**src/hw/robPkg.sv**
```systemverilog
package robPkg;

    // Sequence number, low bits index the reorder buffer
    typedef logic [5:0] SqN_t;

    // Physical result tag
    typedef logic [6:0] Tag_t;

    // Architectural destination register
    typedef logic [4:0] RegName_t;

    // Fetch block index into the PC file
    typedef logic [3:0] FetchID_t;

    // Halfword offset inside an 8-byte fetch block
    typedef logic [1:0] FetchOff_t;

    typedef enum logic [2:0] {
        FLAGS_NONE,
        FLAGS_BRK,
        FLAGS_TRAP,
        FLAGS_EXCEPT,
        FLAGS_FENCE
    } Flags;

    // Rename to reorder buffer
    typedef struct packed {
        SqN_t sqN;
        Tag_t tagDst;
        RegName_t nmDst;
        FetchID_t fetchID;
        logic compressed;
        logic valid;
    } RenamedUOp;

    // Execution units to reorder buffer
    typedef struct packed {
        SqN_t sqN;
        Tag_t tagDst;
        RegName_t nmDst;
        Flags flags;
        logic isBranch;
        logic branchTaken;
        logic [31:0] pc;
        logic compressed;
        logic valid;
    } ResultUOp;

    // Commit slot output, replay marks mispredict rollback ops
    typedef struct packed {
        logic valid;
        SqN_t sqN;
        Tag_t tagDst;
        RegName_t nmDst;
        logic [31:0] pc;
        logic isBranch;
        logic branchTaken;
        logic compressed;
        Flags flags;
        FetchID_t fetchID;
        logic replay;
    } CommitUOp;

    // Redirect of the front end
    typedef struct packed {
        logic taken;
        logic [31:0] dstPC;
        SqN_t sqN;
        FetchID_t fetchID;
        logic flush;
    } BranchProv;

endpackage
```
**src/hw/pcFile.sv**
```systemverilog
`timescale 1ns/1ps

module pcFile #(
    parameter int commitWidth = 3
) (
    input  logic              clk,
    input  logic              rst,
    input  logic              pcWrite,
    input  robPkg::FetchID_t  pcWriteId,
    input  logic [31:0]       pcWriteAddr,
    input  robPkg::FetchID_t  readId[commitWidth],
    output logic [31:0]       readData[commitWidth]
);
    import robPkg::*;

    localparam int numBlocks = 2 ** $bits(FetchID_t);

    // Blocks are 8-byte aligned, so the low address bits are not stored
    logic [31:3] blockBase[numBlocks];

    always_ff @(posedge clk) begin
        if (rst) begin
            for (int k = 0; k < numBlocks; k++) begin
                blockBase[k] <= '0;
            end
        end else if (pcWrite) begin
            blockBase[pcWriteId] <= pcWriteAddr[31:3];
        end
    end

    // One combinational read port per commit slot
    always_comb begin
        for (int i = 0; i < commitWidth; i++) begin
            readData[i] = {blockBase[readId[i]], 3'b000};
        end
    end

endmodule

```
**config.mk**
```make
export PLATFORM = sky130hd
export DESIGN_NAME = pcFile
export DESIGN_NICKNAME = d
export VERILOG_FILES = /design/src/hw/robPkg.sv /design/src/hw/pcFile.sv
export SDC_FILE = /design/constraint.sdc
export NUM_CORES = 1
export LEC_CHECK = 0
export BUFFER_PORTS_ARGS = -buffer_cell sky130_fd_sc_hd__buf_2
export CAP_MARGIN = 40
export CORE_ASPECT_RATIO = 1.4
export CORE_UTILIZATION = 40
export CTS_CLUSTER_DIAMETER = 30
export DETAILED_ROUTE_END_ITERATION = 8
export GPL_ROUTABILITY_DRIVEN = 0
export HOLD_SLACK_MARGIN = 0.15
export PLACE_DENSITY_LB_ADDON = 0.25
export RECOVER_POWER = 100
export SKIP_CTS_REPAIR_TIMING = 1
export SLEW_MARGIN = 20
export SYNTH_ARGS = -nofsm -noshare
export SYNTH_HDL_FRONTEND = slang
export SYNTH_SLANG_ARGS = --single-unit
```
**constraint.sdc**
```tcl
create_clock -name clk -period 5 [get_ports clk]
set_input_delay 0.75 -clock clk [delete_from_list [all_inputs] [get_ports clk]]
set_output_delay 0.75 -clock clk [all_outputs]
set_load 0.02 [all_outputs]
```
==> run_results.csv <==
group,metric,value,unit
power_and_ir_drop,clockPowerShare,49.2,%
synthesis,syn_area,27700,um^2
clock_network,cts_buffers,94,
synthesis,ys_top_cells_by_count,"and2_1 (467), edfxtp_1 (464), mux4_2 (330)",
power_and_ir_drop,p_switching,3.23,mW
placement,dpl.cell_count,2720,
synthesis,syn_inst,1791,
final_layout,fin_cells,2897,
critical_path,cp.depth,6,
die,die_x,224,um
die,core-area,68100,um^2
critical_path,crit_family,"buffers and inverters",
timing,worst_slack,0.661,ns
die,boundaryPins,147,
global_route,grt_pass1_wl,132000,um
run,maxCapViolations,30,
run_status,violations,"capacitance limit, slew limit",
timing,rsz0062_at_grt,"false",
clock_network,ctsHtreeMaxLevel,3,
placement,preCtsSetupSlack,1.17,ns
drt,drt_wl_total,92300,um
final_layout,largestRegisters,"blockBase: 464 flops",
synthesis,yosysTopAreaCell,"edfxtp_1",
global_route,grt_overflow,0,
timing,drv_slew,736,
synthesis,ys_ff_latch,464,
final_layout,design_area,32300,um^2
global_route,antenna_found_initial,4,
power_and_ir_drop,ir_drop,0.253,mV
synthesis,synth_edf_count,464,
die,fp.dieArea,70200,um^2
power_and_ir_drop,cellPowerDensity,382,nW/um^2
synthesis,yosys-top-cells-area,"edfxtp_1 (50%), mux4_2 (27%), and2_1 (11%)",
synthesis,synth_area_per_cell,15.4,um^2
clock_network,root_buffer,"clkbuf_16",
power_and_ir_drop,cellLeakagePower,10.9,nW
drt,vias_per_cell,6.25,
final_layout,largest_register_ffs,464,
die,dieHeight,313,um
global_route,grt_max_degree,55,
die,rows,113,
timing,finalSetupTns,0,ns
synthesis,synth_top_area_share,50.4,%
clock_network,cts_tree,"done",
final_layout,layout.area.seq,13900,um^2
synthesis,synth_async_sr_flop_share,0,%
critical_path,max_stage_delay,0.97,ns
critical_path,cpMaxStageDelayCell,"clkbuf_1",
critical_path,cp_num_buf_inv,3,
timing,period_share,86.8,%
power_and_ir_drop,p_seq_share,37.9,%
drt,drtIter0Drc,1990,
final_layout,nFillCells,5945,
critical_path,critPathMaxFanout,34,
synthesis,synth_warnings,0,
timing,slew_headroom,-149,%
clock_network,clock_sink_count,464,
min_path,hp-class,"in -> reg",
timing,finalCriticalPeriod,4.34,ns
placement,port_buffers,134,
final_layout,nets,1948,
critical_path,cp.required,4.25,ns
power_and_ir_drop,p_comb_share,12.8,%
final_layout,top_register,"blockBase",
clock_network,clockBufferDepth,3,
synthesis,synth.most_common_cell,"and2_1",
global_route,grt_usage,26.6,%
synthesis,ys_types,23,
timing,max_freq,230,MHz
critical_path,crit_chain,"clkbuf_2 > clkbuf_1 > mux4_2 > a22oi_1 > nand2_1 > clkbuf_1",
placement,placed_cell_area,29500,um^2
power_and_ir_drop,switching_share,26.2,%
global_route,grt_pass1_vias,19100,
synthesis,ys.flop_type,"edfxtp_1",
drt,dr.pass1.iters,5,
clock_network,clk_pin_slew_worst_paths,0.05,ns
critical_path,critical_path_class,"in -> out",
die,start_util,40.6,%
timing,hold_violations,0,
final_layout,drive_gt1_share,31.1,%
critical_path,end_kind,"primary output",
drt,postRouteAntennaNets,0,
critical_path,cp.arrival,3.59,ns
synthesis,yosysSeqAreaShare,50.4,%
critical_path,cp-start-kind,"input port",
drt,vias,18100,
placement,dp_hpwl,54300,um
timing,tightest_slew,3.73,ns
power_and_ir_drop,cell_internal_pwr,9.11,mW
final_layout,area_growth,16.8,%
final_layout,multiInputGateArea,12900,um^2
min_path,hold_depth,2,
drt,wire_per_inst,31.9,um
run_status,status,"finished with violations",
timing,setup_viol,0,
drt,drc,0,
critical_path,path_common_cell,"clkbuf_1",
final_layout,finalCoreUtilization,47.4,%
## placed cells by master (no fill, tap or decap), drive strengths merged
| master | count |
|---|---|
| and2 | 467 |
| edfxtp | 464 |
| mux4 | 348 |
| clkbuf | 210 |
| a22oi | 174 |
| buf | 102 |
| nand2 | 88 |
| clkinv | 38 |
| or2 | 16 |
| nor2 | 15 |
| inv | 11 |
| conb | 9 |
| clkinvlp | 9 |
| bufinv | 8 |
| nor2b | 6 |
| nor3 | 4 |
| diode | 2 |
| nand2b | 2 |
| nand4bb | 2 |
| or4b | 1 |
| nand4b | 1 |
## metal layers
metal | share of wire, % | global-route usage (%) | vias to the layer above
met5 | 0.037 | 0 | -
met4 | 3.9 | 10.9 | 6
met3 | 9.0 | 5.23 | 235
met2 | 51 | 45.7 | 1029
met1 | 36 | 32.7 | 9456
li1 | - | - | 7378
## power groups by stage
stage | sequential, mW | clock (mW) | combinational [mW]
global route | 4.71 | 6.31 | 1.65
CTS | 4.67 | 6.13 | 1.62
floorplan | 4.68 | 0 | 1.07
detailed placement | 4.74 | 0 | 1.62
global placement | 4.71 | 0 | 1.58
finish | 4.68 | 6.07 | 1.58
## path summary, 6_finish.rpt
kind / startpoint / to / slack [ns]
worst min-delay path: pcWriteAddr[5] / blockBase[13][2] / 0.57
worst max-delay path: readId[5] / readData[56] / 0.66
## final cells by class
| class | count | share of cell area, % |
|---|---|---|
| repair buffers | 204 | 3.78 |
| clock buffers | 108 | 7.51 |
| well taps | 920 | 3.56 |
| multi-input cells | 1133 | 40.0 |
| clock inverters | 66 | 2.02 |
| diodes | 2 | 0.0155 |
| flip-flops and latches | 464 | 43.1 |
## metrics by stage
| stage | hold WS (ns) | power [mW] |
|---|---|---|
| finish | 0.571 | 12.3 |
| global route | 0.582 | 12.7 |
| CTS | 0.534 | 12.4 |
| detailed placement | 1.22 | 6.36 |
| global placement | 1.21 | 6.29 |
| floorplan | 0.948 | 5.75 |
## cells by family after synthesis
kind of cell | Yosys count | share of synthesized area (%)
AOI/OAI and AO/OA | 174 | 4.72
buffers and inverters | 202 | 3.58
DFF | 464 | 50.4
muxes | 348 | 28.6
other | 1 | 0.0136
and+or+nand+nor | 602 | 12.8
Note: power is estimated with default switching activity, not from simulation.
