`src/hw/robPkg.sv`:
```
package robPkg;

    // Sequence number, low bits index the reorder buffer
    typedef logic [5:0] SqN_t;

    // Physical result tag
    typedef logic [6:0] Tag_t;

    // Architectural destination register
    typedef logic [4:0] RegName_t;

    // Fetch block index into the PC file
    typedef logic [3:0] FetchID_t;

    // Halfword offset inside an 8-byte fetch block
    typedef logic [1:0] FetchOff_t;

    typedef enum logic [2:0] {
        FLAGS_NONE,
        FLAGS_BRK,
        FLAGS_TRAP,
        FLAGS_EXCEPT,
        FLAGS_FENCE
    } Flags;

    // Rename to reorder buffer
    typedef struct packed {
        SqN_t sqN;
        Tag_t tagDst;
        RegName_t nmDst;
        FetchID_t fetchID;
        logic compressed;
        logic valid;
    } RenamedUOp;

    // Execution units to reorder buffer
    typedef struct packed {
        SqN_t sqN;
        Tag_t tagDst;
        RegName_t nmDst;
        Flags flags;
        logic isBranch;
        logic branchTaken;
        logic [31:0] pc;
        logic compressed;
        logic valid;
    } ResultUOp;

    // Commit slot output, replay marks mispredict rollback ops
    typedef struct packed {
        logic valid;
        SqN_t sqN;
        Tag_t tagDst;
        RegName_t nmDst;
        logic [31:0] pc;
        logic isBranch;
        logic branchTaken;
        logic compressed;
        Flags flags;
        FetchID_t fetchID;
        logic replay;
    } CommitUOp;

    // Redirect of the front end
    typedef struct packed {
        logic taken;
        logic [31:0] dstPC;
        SqN_t sqN;
        FetchID_t fetchID;
        logic flush;
    } BranchProv;

endpackage
```
`src/hw/commitRedirect.sv`:
```
`timescale 1ns/1ps

module commitRedirect (
    input  logic               clk,
    input  logic               rst,
    input  robPkg::CommitUOp   comUOp0,
    input  logic [31:0]        irqAddr,
    output robPkg::BranchProv  branch,
    output logic               halt,
    output logic               fence,
    output robPkg::Flags       irqFlags,
    output logic [31:0]        irqSrc
);
    import robPkg::*;

    logic [31:0] nextPC;
    logic flagged;

    assign nextPC = comUOp0.pc + (comUOp0.compressed ? 32'd2 : 32'd4);

    // Replayed ops are rollback traffic and never redirect
    assign flagged = comUOp0.valid && !comUOp0.replay && comUOp0.flags != FLAGS_NONE;

    always_ff @(posedge clk) begin
        if (rst) begin
            branch.taken <= 1'b0;
            halt <= 1'b0;
            fence <= 1'b0;
            irqFlags <= FLAGS_NONE;
            irqSrc <= '0;
        end else begin
            branch.taken <= 1'b0;
            halt <= 1'b0;
            fence <= 1'b0;

            if (flagged) begin
                branch.taken <= 1'b1;
                branch.sqN <= comUOp0.sqN;
                branch.fetchID <= comUOp0.fetchID;
                branch.flush <= 1'b1;
                case (comUOp0.flags)
                    FLAGS_BRK: begin
                        // Resume after the ebreak so the debugger sees its effect
                        branch.dstPC <= nextPC;
                        halt <= 1'b1;
                    end
                    FLAGS_TRAP, FLAGS_EXCEPT: begin
                        branch.dstPC <= irqAddr;
                        irqFlags <= comUOp0.flags;
                        irqSrc <= comUOp0.pc;
                    end
                    default: begin
                        // Fence restarts fetch behind itself
                        branch.dstPC <= nextPC;
                        fence <= 1'b1;
                    end
                endcase
            end
        end
    end

endmodule

```
`config.mk`:
```
export PLATFORM = sky130hd
export DESIGN_NAME = commitRedirect
export DESIGN_NICKNAME = d
export VERILOG_FILES = /design/src/hw/robPkg.sv /design/src/hw/commitRedirect.sv
export SDC_FILE = /design/constraint.sdc
export NUM_CORES = 1
export LEC_CHECK = 0
export ABC_CLOCK_PERIOD_IN_PS = 2500
export BUFFER_PORTS_ARGS = -buffer_cell sky130_fd_sc_hd__buf_2
export CAP_MARGIN = 30
export CORE_MARGIN = 2
export CORE_UTILIZATION = 42
export DETAILED_ROUTE_END_ITERATION = 10
export PLACE_DENSITY = 0.77
export SYNTH_ARGS = -nofsm -noshare
export SYNTH_HDL_FRONTEND = slang
export SYNTH_SLANG_ARGS = --single-unit
```
`constraint.sdc`:
```
create_clock -name clk -period 2.5 [get_ports clk]
set_clock_uncertainty 0.05 [all_clocks]
set_input_delay 0.25 -clock clk [delete_from_list [all_inputs] [get_ports clk]]
set_output_delay 0.25 -clock clk [all_outputs]
set_load 0.01 [all_outputs]
```
==> results.sh <==
export IMPL_finalSetupViolCount=0
export IMPL_required_ns=2.62
export IMPL_crit_arrival_ns=2.29
export IMPL_synth_common_cells="nand2_1 (93), edfxtp_1 (42), dfxtp_1 (38), a21oi_1 (36), nor2_1 (26)"
export IMPL_relSlewSlack_pct=59.53
export IMPL_gr_max_usage_layer="met2"
export IMPL_grt_setup_unrepaired="false"
export IMPL_synth_most_common_cell="nand2_1"
export IMPL_drt_iter0_drc=172
export IMPL_dr_pass1_iters=5
export IMPL_ioPinCount=177
export IMPL_p_leak_nw=1.937
export IMPL_core_um2=8299
export IMPL_cts_max_level=3
export IMPL_viasPerCell=5.257
export IMPL_track_usage_pct=21.59
export IMPL_sw_frac_of_total_pct=26.65
export IMPL_die_height_um=96.79
export IMPL_die_area_um2=9367
export IMPL_cts_tree="yes"
export IMPL_end_kind="flop"
export IMPL_grt_max_degree=43
export IMPL_antenna_found_initial=1
export IMPL_ys_ff_latch=80
export IMPL_cpPeakStageDelay_ns=0.52
export IMPL_p_int_w=0.001931
export IMPL_layout_drive_gt1_share_pct=35.04
export IMPL_synthCells=387
export IMPL_drt_wirelength_per_cell_um=15.30
export IMPL_r2r_cells=2
export IMPL_power_density_nw_per_um2=558.8
export IMPL_synth_area_leaders="edfxtp_1 (35%), dfxtp_1 (21%), nand2_1 (9.7%)"
export IMPL_final_max_slew_viol_count=0
export IMPL_synth_top_area_share_pct=34.88
export IMPL_ys_seq_area_share_pct=55.92
export IMPL_utilization_pct=56.78
export IMPL_vdd_drop_max_mv=0.2578
export IMPL_portBuffers=161
export IMPL_syn_to_final_growth_pct=30.31
export IMPL_postCtsSetupRepairBufs=0
export IMPL_crit_chain="buf_2 -> inv_1 -> ha_1 -> a21oi_1 -> or4b_1 -> buf_4 -> or4_1 -> a31oi_1"
export IMPL_fillers=778
export IMPL_initial_core_util_pct=43.57
export IMPL_place_hpwl_um=7616
export IMPL_synthFlopType="edfxtp_1"
export IMPL_ant_nets=0
export IMPL_numCtsBuffers=9
export IMPL_maxCapViolations=0
export IMPL_slowest_stage="or4_1"
export IMPL_p_comb_share_pct=12.7
export IMPL_syn_nets=486
export IMPL_die_w_um=96.79
export IMPL_hold_depth=1
export IMPL_first_global_vias=3315
export IMPL_clock_latency_ns=0.34
export IMPL_drc_errors=0
export IMPL_num_vias=3438
export IMPL_grt_pass1_wl_um=16390
export IMPL_p_clk_share_pct=32.2
export IMPL_p_seq_share_pct=55.1
export IMPL_cp_start_kind="primary input"
export IMPL_critPathLaunch="comUOp0[8]"
export IMPL_rows=33
export IMPL_met3_usage_pct=3.540
export IMPL_final_cells=654
export IMPL_finalNetCount=642
export IMPL_critical_path_peak_fanout=19
export IMPL_synth_area_um2=3616
export IMPL_synth_cell_type_count=37
export IMPL_reg2reg_from="irqSrc[26]$_SDFFE_PP0P_"
export IMPL_fmax_mhz=461.2
export IMPL_grt_use_met1_pct=28.91
export IMPL_gr_usage_met2_pct=34.67
export IMPL_finalHoldViolations=0
export IMPL_ctsResizeCount=0
export IMPL_cts_clk_slew_worst_paths_ns=0.09
export IMPL_cts_sinks=80
export IMPL_r2r_setup_slack_ns=1.82
export IMPL_clockBufferDepth=2
export IMPL_status="finished clean"
export IMPL_r2r_end="irqSrc[26]$_SDFFE_PP0P_"
export IMPL_p_sw_w=0.0007016
export IMPL_finalWeightedCongestion=0.8679
export IMPL_holdCritPathClass="in -> reg"
export IMPL_synth_warnings=0
export IMPL_tightestPinTransition_ns=0.6070
export IMPL_postSynthAreaPerCell_um2=9.344
export IMPL_routed_wl_um=10010
export IMPL_crit_type="in -> reg"
export IMPL_overflow=0
export IMPL_cts_root_buf="clkbuf_8"
export IMPL_synth_edff_count=42
export IMPL_crit_end="branch[37]$_DFFE_PP_"
export IMPL_async_flop_share_pct=0
export IMPL_synth_top_cell_by_area="edfxtp_1"
export IMPL_fin_crit_ns=2.168
export IMPL_post_route_period_util_pct=86.74
export IMPL_dp_cells=636
-- cells by family after synthesis --
logic type / count (synthesis) / synth area share (%)
fa+ha+maj: 3 / 1.246
compound gates: 82 / 13.05
buf+inv: 34 / 3.737
other cells: 1 / 0.1037
simple gates: 175 / 23.05
xor+xnor: 12 / 2.907
flops: 80 / 55.92
-- metal layers --
layer	wire length (um)	vias up	part of all wire (%)
met5	0	-	0
met4	264	0	2.6
met3	590	22	5.9
met2	4906	130	49
met1	4246	1598	42
li1	-	1688	-
-- power groups by stage --
stage,Clock (W),Sequential [W],Combinational (W)
3_5_place_dp,0,0.00148,0.000332
3_3_place_gp,0,0.00148,0.000324
4_1_cts,0.000861,0.00145,0.000333
2_1_floorplan,0,0.00151,0.000126
5_1_grt,0.000923,0.00146,0.000370
6_report,0.000849,0.00145,0.000334
-- worst min path at each step --
stage | from | end | slack, ns
6_report | comUOp0[1] | branch[1]$_DFFE_PP_ | 0.02
5_1_grt | comUOp0[3] | branch[3]$_DFFE_PP_ | 0.0002
4_1_cts | comUOp0[1] | branch[1]$_DFFE_PP_ | 0.006
3_5_place_dp | comUOp0[1] | branch[1]$_DFFE_PP_ | 0.38
3_3_place_gp | comUOp0[4] | branch[4]$_DFFE_PP_ | 0.38
2_1_floorplan | comUOp0[60] | branch[10]$_DFFE_PP_ | 0.30
-- final cells by class --
type                       instances  area [um2]  share of cell area, %
tap                              105       131.4                  2.788
sequential                        80        2022                  42.91
timing repair buffer             173       898.4                  19.07
clock buffer                       9       123.9                  2.629
clock inverter                     7       48.80                  1.036
antenna                            1       2.502                0.05311
inverter                           6       22.52                 0.4780
multi-input combinational        273        1463                  31.04
-- per-stage QoR --
step                 TNS, ns  cell area [um2]  hold slack (ns)  total power [W]  setup slack, ns
global route               0             4712        0.0001868         0.002749           0.2232
detailed placement  -0.01322             4527           0.3783         0.001813         -0.01322
global placement           0             4527           0.3772         0.001803           0.1035
floorplan                  0             3616           0.2989         0.001633           0.1563
CTS                        0             4700         0.005904         0.002645           0.3260
finish                     0             4712          0.01590         0.002633           0.3316
-- cell usage in the layout, fill, tap and decap left out, types with 6 or more instances in the layout --
cell type and n:
clkbuf_8 9, nand2_1 93, edfxtp_1 42, buf_4 11, nor2_1 25, a21oi_1 36
buf_2 161, inv_1 6, o31ai_1 12, or4_1 12, nand3_1 10, dfxtp_1 38
a31oi_1 16, nand4_1 8, o21ai_0 15, xor2_1 7
-- worst max-delay path: cells and delay by family --
family	cells	cell delay, ns
compound gates	2	0.34
fa+ha+maj	1	0.27
buf+inv	3	0.38
simple gates	2	1.03
-- state kept, by name, summed over array words and instances, names as in the netlist --
| signal | cells |
|---|---|
| branch | 43 |
| irqSrc | 32 |
| irqFlags | 3 |
| fence | 1 |
| halt | 1 |
-- repair_timing --
item,in CTS,in global routing
hold endpoints to repair,0,1
setup endpoints to repair,0,0
hold buffers,0,1
Power figures use the tool's default switching activity.
