--- src/hw/robPkg.sv ---
package robPkg;

    // Sequence number, low bits index the reorder buffer
    typedef logic [5:0] SqN_t;

    // Physical result tag
    typedef logic [6:0] Tag_t;

    // Architectural destination register
    typedef logic [4:0] RegName_t;

    // Fetch block index into the PC file
    typedef logic [3:0] FetchID_t;

    // Halfword offset inside an 8-byte fetch block
    typedef logic [1:0] FetchOff_t;

    typedef enum logic [2:0] {
        FLAGS_NONE,
        FLAGS_BRK,
        FLAGS_TRAP,
        FLAGS_EXCEPT,
        FLAGS_FENCE
    } Flags;

    // Rename to reorder buffer
    typedef struct packed {
        SqN_t sqN;
        Tag_t tagDst;
        RegName_t nmDst;
        FetchID_t fetchID;
        logic compressed;
        logic valid;
    } RenamedUOp;

    // Execution units to reorder buffer
    typedef struct packed {
        SqN_t sqN;
        Tag_t tagDst;
        RegName_t nmDst;
        Flags flags;
        logic isBranch;
        logic branchTaken;
        logic [31:0] pc;
        logic compressed;
        logic valid;
    } ResultUOp;

    // Commit slot output, replay marks mispredict rollback ops
    typedef struct packed {
        logic valid;
        SqN_t sqN;
        Tag_t tagDst;
        RegName_t nmDst;
        logic [31:0] pc;
        logic isBranch;
        logic branchTaken;
        logic compressed;
        Flags flags;
        FetchID_t fetchID;
        logic replay;
    } CommitUOp;

    // Redirect of the front end
    typedef struct packed {
        logic taken;
        logic [31:0] dstPC;
        SqN_t sqN;
        FetchID_t fetchID;
        logic flush;
    } BranchProv;

endpackage
--- src/hw/reorderBuffer.sv ---
`timescale 1ns/1ps

module reorderBuffer #(
    parameter int robLength   = 32,
    parameter int commitWidth = 3,
    parameter int wbWidth     = 3
) (
    input  logic               clk,
    input  logic               rst,
    input  robPkg::RenamedUOp  enqUOp[commitWidth],
    input  robPkg::ResultUOp   wbUOp[wbWidth],
    input  logic               invalidate,
    input  robPkg::SqN_t       invalidateSqN,
    output robPkg::FetchID_t   pcReadId[commitWidth],
    input  logic [31:0]        pcReadData[commitWidth],
    output robPkg::SqN_t       curSqN,
    output robPkg::SqN_t       maxSqN,
    output robPkg::CommitUOp   comUOp[commitWidth],
    output logic               mispredFlush
);
    import robPkg::*;

    localparam int idxBits = $clog2(robLength);

    typedef struct packed {
        SqN_t sqN;
        Tag_t tag;
        RegName_t name;
        FetchID_t fetchID;
        FetchOff_t fetchOff;
        Flags flags;
        logic isBranch;
        logic branchTaken;
        logic compressed;
        logic valid;
        logic executed;
    } RobEntry;

    typedef enum logic [1:0] {
        RP_IDLE,
        RP_REPLAY,
        RP_DRAIN
    } ReplayState;

    RobEntry entries[robLength];
    SqN_t baseIndex;

    ReplayState replayState;
    SqN_t replayIter;
    SqN_t replayEndSqN;

    SqN_t slotSqN[commitWidth];
    RobEntry slotEntry[commitWidth];
    CommitUOp slotUOp[commitWidth];
    logic replayInRange[commitWidth];
    logic replayLast;
    logic groupReady;
    logic singleReady;

    logic younger[robLength];
    logic wbAccept[wbWidth];

    assign curSqN = baseIndex;
    assign maxSqN = baseIndex + SqN_t'(robLength - 1);

    // Slots start at the head, or at the replay pointer while rolling back
    always_comb begin
        for (int i = 0; i < commitWidth; i++) begin
            if (replayState == RP_REPLAY) begin
                slotSqN[i] = replayIter + SqN_t'(i);
            end else begin
                slotSqN[i] = baseIndex + SqN_t'(i);
            end
            slotEntry[i] = entries[slotSqN[i][idxBits-1:0]];
            pcReadId[i] = slotEntry[i].fetchID;

            slotUOp[i].valid       = slotEntry[i].valid;
            slotUOp[i].sqN         = slotSqN[i];
            slotUOp[i].tagDst      = slotEntry[i].tag;
            slotUOp[i].nmDst       = slotEntry[i].name;
            // Block base plus the halfword offset
            slotUOp[i].pc          = pcReadData[i] + {29'b0, slotEntry[i].fetchOff, 1'b0};
            slotUOp[i].isBranch    = slotEntry[i].isBranch;
            slotUOp[i].branchTaken = slotEntry[i].branchTaken;
            slotUOp[i].compressed  = slotEntry[i].compressed;
            slotUOp[i].flags       = slotEntry[i].flags;
            slotUOp[i].fetchID     = slotEntry[i].fetchID;
            slotUOp[i].replay      = (replayState == RP_REPLAY);

            replayInRange[i] = $signed(SqN_t'(slotSqN[i] - replayEndSqN)) <= 0;
        end
        // Last slot reaches the branch, so this is the final replay cycle
        replayLast = $signed(SqN_t'(slotSqN[commitWidth-1] - replayEndSqN)) >= 0;
    end

    // Group commit needs every head op done and free of flags
    always_comb begin
        groupReady = 1'b1;
        for (int i = 0; i < commitWidth; i++) begin
            if (!slotEntry[i].valid || !slotEntry[i].executed
                    || slotEntry[i].flags != FLAGS_NONE) begin
                groupReady = 1'b0;
            end
        end
        singleReady = slotEntry[0].valid && slotEntry[0].executed;
    end

    always_comb begin
        for (int k = 0; k < robLength; k++) begin
            younger[k] = $signed(SqN_t'(entries[k].sqN - invalidateSqN)) > 0;
        end
        // Writebacks up to the branch still land in the invalidate cycle
        for (int j = 0; j < wbWidth; j++) begin
            wbAccept[j] = wbUOp[j].valid && (!invalidate
                || $signed(SqN_t'(wbUOp[j].sqN - invalidateSqN)) <= 0);
        end
    end

    always_ff @(posedge clk) begin
        if (rst) begin
            baseIndex <= '0;
            replayState <= RP_IDLE;
            mispredFlush <= 1'b0;
            for (int k = 0; k < robLength; k++) begin
                entries[k].valid <= 1'b0;
                entries[k].executed <= 1'b0;
            end
            for (int i = 0; i < commitWidth; i++) begin
                comUOp[i].valid <= 1'b0;
                comUOp[i].replay <= 1'b0;
            end
        end else begin
            for (int i = 0; i < commitWidth; i++) begin
                comUOp[i].valid <= 1'b0;
                comUOp[i].replay <= 1'b0;
            end

            if (invalidate) begin
                for (int k = 0; k < robLength; k++) begin
                    if (younger[k]) begin
                        entries[k].valid <= 1'b0;
                        entries[k].executed <= 1'b0;
                    end
                end
                replayState <= RP_REPLAY;
                replayIter <= baseIndex;
                replayEndSqN <= invalidateSqN;
                mispredFlush <= 1'b0;
            end else begin
                case (replayState)
                    RP_REPLAY: begin
                        // Replay head to branch so rename can roll back its map
                        mispredFlush <= 1'b1;
                        for (int i = 0; i < commitWidth; i++) begin
                            comUOp[i] <= slotUOp[i];
                            if (!replayInRange[i]) begin
                                comUOp[i].valid <= 1'b0;
                            end
                        end
                        replayIter <= replayIter + SqN_t'(commitWidth);
                        if (replayLast) begin
                            replayState <= RP_DRAIN;
                        end
                    end
                    RP_DRAIN: begin
                        mispredFlush <= 1'b0;
                        replayState <= RP_IDLE;
                    end
                    default: begin
                        if (groupReady) begin
                            for (int i = 0; i < commitWidth; i++) begin
                                comUOp[i] <= slotUOp[i];
                                entries[slotSqN[i][idxBits-1:0]].valid <= 1'b0;
                                entries[slotSqN[i][idxBits-1:0]].executed <= 1'b0;
                            end
                            baseIndex <= baseIndex + SqN_t'(commitWidth);
                        end else if (singleReady) begin
                            // Flagged ops always leave alone through slot 0
                            comUOp[0] <= slotUOp[0];
                            entries[slotSqN[0][idxBits-1:0]].valid <= 1'b0;
                            entries[slotSqN[0][idxBits-1:0]].executed <= 1'b0;
                            baseIndex <= baseIndex + SqN_t'(1);
                        end
                    end
                endcase

                // Enqueue from rename, dropped in the invalidate cycle
                for (int i = 0; i < commitWidth; i++) begin
                    if (enqUOp[i].valid) begin
                        entries[enqUOp[i].sqN[idxBits-1:0]].valid      <= 1'b1;
                        entries[enqUOp[i].sqN[idxBits-1:0]].executed   <= 1'b0;
                        entries[enqUOp[i].sqN[idxBits-1:0]].sqN        <= enqUOp[i].sqN;
                        entries[enqUOp[i].sqN[idxBits-1:0]].tag        <= enqUOp[i].tagDst;
                        entries[enqUOp[i].sqN[idxBits-1:0]].name       <= enqUOp[i].nmDst;
                        entries[enqUOp[i].sqN[idxBits-1:0]].fetchID    <= enqUOp[i].fetchID;
                        entries[enqUOp[i].sqN[idxBits-1:0]].compressed <= enqUOp[i].compressed;
                    end
                end
            end

            // Writeback marks executed and records outcome
            for (int j = 0; j < wbWidth; j++) begin
                if (wbAccept[j]) begin
                    entries[wbUOp[j].sqN[idxBits-1:0]].executed    <= 1'b1;
                    entries[wbUOp[j].sqN[idxBits-1:0]].flags       <= wbUOp[j].flags;
                    entries[wbUOp[j].sqN[idxBits-1:0]].isBranch    <= wbUOp[j].isBranch;
                    entries[wbUOp[j].sqN[idxBits-1:0]].branchTaken <= wbUOp[j].branchTaken;
                    entries[wbUOp[j].sqN[idxBits-1:0]].fetchOff    <= wbUOp[j].pc[2:1];
                end
            end
        end
    end

endmodule

--- config.mk ---
export PLATFORM = sky130hd
export DESIGN_NAME = reorderBuffer
export DESIGN_NICKNAME = d
export VERILOG_FILES = /design/src/hw/robPkg.sv /design/src/hw/reorderBuffer.sv
export SDC_FILE = /design/constraint.sdc
export NUM_CORES = 2
export LEC_CHECK = 0
export BUFFER_PORTS_ARGS = -buffer_cell sky130_fd_sc_hd__buf_2
export CORE_ASPECT_RATIO = 1.5
export CORE_UTILIZATION = 30
export CTS_BUF_LIST = sky130_fd_sc_hd__clkbuf_8
export DETAILED_ROUTE_END_ITERATION = 8
export PLACE_DENSITY = 0.49
export REMOVE_ABC_BUFFERS = 1
export SYNTH_ARGS = -nofsm -noshare
export SYNTH_HDL_FRONTEND = slang
export SYNTH_SLANG_ARGS = --single-unit
export TNS_END_PERCENT = 1
--- constraint.sdc ---
create_clock -name clk -period 18.4 [get_ports clk]
set_clock_uncertainty 0.05 [all_clocks]
set_input_delay 3.68 -clock clk [delete_from_list [all_inputs] [get_ports clk]]
set_output_delay 3.68 -clock clk [all_outputs]
set_load 0.005 [all_outputs]
==> impl_metrics.toml <==
[power]
power.internal_mw = 4.95
pwr-share-clk_pct = 36.2
power_leakage_nw = 37.9
p_seq_share_pct = 42.1
power_mw = 7.45
vdd_drop_max_v = 0.0000505
switching_share_pct = 33.6
p_sw_mw = 2.50
power_density_nw_per_um2 = 74.5
combPwrFrac_pct = 21.6

[clock_network]
path_clk_slew_ns = 0.07
cts_made_buffers = 218
postCtsHoldBufs = 0
cts_resized = 0
cts_setup_buffers = 0
tritoncts = "yes"
cts_root_buffer = "clkbuf_8"
htreeDepth = 4
clockBufferDepth = 4
cts_sinks = 1229
clock_latency_ns = 1.12

[setup_path]
r2r_cells = 20
crit_fanout = 60
rr_startpoint = "replayState[1]$_SDFFE_PN0P_"
crit_slowest_cell = "mux2i_4"
reg2reg_slack_ns = 9.21
cp_cell_sequence = "inv_1, ha_2, buf_4, mux2i_4, inv_2, buf_4, a31oi_1, or2_4, buf_4, buf_4, mux4_2, a211oi_1, a21oi_1, a211oi_1, buf_2"
arrival_ns = 6.99
critPathLaunchType = "flop"
reg2reg_to = "comUOp[116]$_DFFE_PP_"
crit_type = "flop to primary output"
max_stage_delay_ns = 0.82
path_common_cell = "buf_4"
critPathCaptureType = "primary output"
critical_path.top_delay_family = "buffers and inverters"
critPathBufInv = 7
worst_ep_required_time_ns = 14.67

[final_layout]
syn2layout_area_growth_pct = 11.8
fin_cells = 14150
final_cell_area_sq_um = 100000
fill_cells = 30545
final_layout_size_suffix_gt1_share_pct = 12.7
final_core_util_pct = 33.7
num-nets-final = 10584

[global_route]
grt_pass1_vias = 79935
grt_usage_pct = 30.8
grt_overflow_total = 0
grt_max_degree = 197
grt_pass1_wl_mm = 646
antenna_found_initial = 76

[sta]
worst_pin_slew_ns = 1.29
hold_violations = 0
fin_crit_ns = 10.72
slew-limit-headroom_pct = 13.4
rsz0062_at_grt = "no"
finalMaxSlewViolations = 0
worst_slack_ns = 7.68
min_period_over_period_pct = 58.3
tns_ns = 0
setup_viol = 0
hold_slack_ns = 0.436
fmax_ghz = 0.0932

[die]
dieArea_sq_um = 300000
row_count = 245
dieWidth_microns = 448
dieHeight_microns = 671
core_sq_um = 297000
initial_core_util_pct = 30.1
ios = 559

[min_path]
hold_class = "flop to flop"
holdPathEnd = "entries[24][1]$_SDFFE_PP1P_"
worstHoldStart = "entries[24][1]$_SDFFE_PP1P_"
min_path_cells = 2

[synthesis]
syn_area_sq_um = 89400
synth_edf_count = 1152
ys_seq_area_share_pct = 40.4
yosysWarnings = 0
synthArstFlopShare_pct = 0
ys_seq_elements = 1229
netlist_instances = 10009
ys_types = 87
synth_ff_type = "edfxtp_1"
avgSynthCellArea_sq_um = 8.93

[placed_design]
place_ws_ns = 8.85
dp_hpwl_mm = 308
numPlacedInstances = 13724
gp_congestion = 0.994
dpl_cell_area_sq_um = 95700
port_buffers = 429

[detailed_routing]
via_per_inst = 5.99
vias = 84815
drt-pass1-iter-count = 7
wire_per_inst_microns = 33.9
drc_errors = 0
drt-total-wl_mm = 480
drtIter0Drc = 11371
ant_nets = 0

[status]
status = "finished clean"

[job]
max_cap_violations = 0
==> worst register-to-register path: cells and delay by family (launching register included) <==
kind | cells | cell delay (ns)
buffers and inverters | 9 | 4.01
and+or+nand+nor | 4 | 1.82
AOI/OAI and AO/OA | 3 | 0.92
xor gates and xnor gates | 1 | 0.57
muxes | 1 | 0.55
adders and majority gates | 2 | 0.51
DFF | 1 | 0.33
==> power groups by stage <==
stage          Clock [mW]  Combinational, mW  Sequential (mW)
3_3_place_gp            0               1.54             3.20
6_report             2.70               1.61             3.14
4_1_cts              2.73               1.56             3.14
5_1_grt              2.82               1.68             3.14
2_1_floorplan           0              0.928             3.19
3_5_place_dp            0               1.55             3.20
==> placed cells by master (no fill, tap or decap), types with 227 or more instances in the layout <==
cell	synthesis	final
clkbuf_8	0	227
mux2i_1	1220	1216
nor2_1	754	715
edfxtp_1	1152	1152
nand2_1	1903	1873
a21oi_1	593	592
inv_1	205	244
buf_2	94	429
o21ai_0	550	545
buf_4	12	266
nand3_1	573	572
==> cell families (layout without fill, tap and decap cells) <==
| group | Yosys count | count (layout) | synth area share [%] |
|---|---|---|---|
| simple gates | 3852 | 3852 | 18.8 |
| buf+inv | 1156 | 1304 | 5.08 |
| xor+xnor | 286 | 286 | 2.80 |
| compound gates | 1922 | 1922 | 13.2 |
| fa+ha+maj | 244 | 244 | 3.76 |
| other cells | 0 | 41 | 0 |
| flops | 1229 | 1229 | 40.4 |
| mux | 1320 | 1320 | 16.0 |
==> state kept, by name, summed over array words and instances (netlist names) <==
name / cells
comUOp: 184
curSqN: 6
entries: 1024
mispredFlush: 1
replayEndSqN: 6
replayIter: 6
replayState: 2
==> how the worst max path moves through the flow <==
stage,from,to,slack [ns],cells past startpoint
2_1_floorplan,replayState[0]$_SDFFE_PP0P_,comUOp[100]$_DFFE_PP_,-16.24,13
6_report,replayState[1]$_SDFFE_PN0P_,pcReadId[0],7.68,15
3_3_place_gp,replayState[1]$_SDFFE_PN0P_,pcReadId[3],8.75,19
5_1_grt,replayState[1]$_SDFFE_PN0P_,pcReadId[2],7.58,18
3_5_place_dp,replayState[1]$_SDFFE_PN0P_,pcReadId[2],8.85,18
4_1_cts,replayState[1]$_SDFFE_PN0P_,pcReadId[0],7.76,15
==> final cells by class <==
| class | instances | area, sq um | area share (%) |
|---|---|---|---|
| multi-input cells | 7624 | 49400 | 49.4 |
| repair buffers | 704 | 4320 | 4.32 |
| diodes | 41 | 103 | 0.103 |
| well taps | 3952 | 4940 | 4.94 |
| flip-flops and latches | 1229 | 36100 | 36.1 |
| inverters | 215 | 857 | 0.857 |
| clock buffers | 227 | 3120 | 3.12 |
| clock inverters | 158 | 1080 | 1.08 |
==> layer usage <==
metal	GRT usage (%)	vias up	wire, microns
met5	0	-	366
met4	27.9	62	50800
met3	7.45	1841	49700
met2	47.7	5917	212000
met1	34.9	40961	167000
li1	-	36034	-
==> cell usage after synthesis, types with 13 or more instances <==
cell | n | share of area, %
a211o_1 | 18 | 0.18
a211oi_1 | 41 | 0.34
a21o_1 | 110 | 0.92
a21oi_1 | 593 | 3.3
a221oi_1 | 41 | 0.40
a22oi_1 | 40 | 0.34
a311oi_1 | 100 | 0.98
a31oi_1 | 144 | 1.0
a32oi_1 | 25 | 0.24
and2_1 | 50 | 0.35
and3_1 | 144 | 1.0
and4_1 | 23 | 0.23
buf_1 | 96 | 0.40
buf_2 | 94 | 0.53
clkbuf_1 | 734 | 3.1
dfxtp_1 | 77 | 1.7
edfxtp_1 | 1152 | 39
fa_1 | 41 | 0.92
ha_1 | 203 | 2.8
inv_1 | 205 | 0.86
mux2_2 | 14 | 0.18
mux2i_1 | 1220 | 14
mux4_2 | 83 | 2.1
nand2_1 | 1903 | 8.0
nand2b_1 | 25 | 0.17
nand3_1 | 573 | 3.2
nand4_1 | 62 | 0.43
nor2_1 | 754 | 3.2
nor2b_1 | 47 | 0.33
nor3_1 | 122 | 0.68
nor3b_1 | 25 | 0.21
nor4_1 | 13 | 0.091
o2111ai_1 | 20 | 0.20
o211ai_1 | 53 | 0.44
o21ai_0 | 550 | 3.1
o21bai_1 | 21 | 0.18
o22ai_1 | 28 | 0.20
o31ai_1 | 15 | 0.13
or2_2 | 38 | 0.27
or3_1 | 29 | 0.20
xnor2_1 | 151 | 1.5
xor2_1 | 135 | 1.3
(Power assumes the default switching activity.)
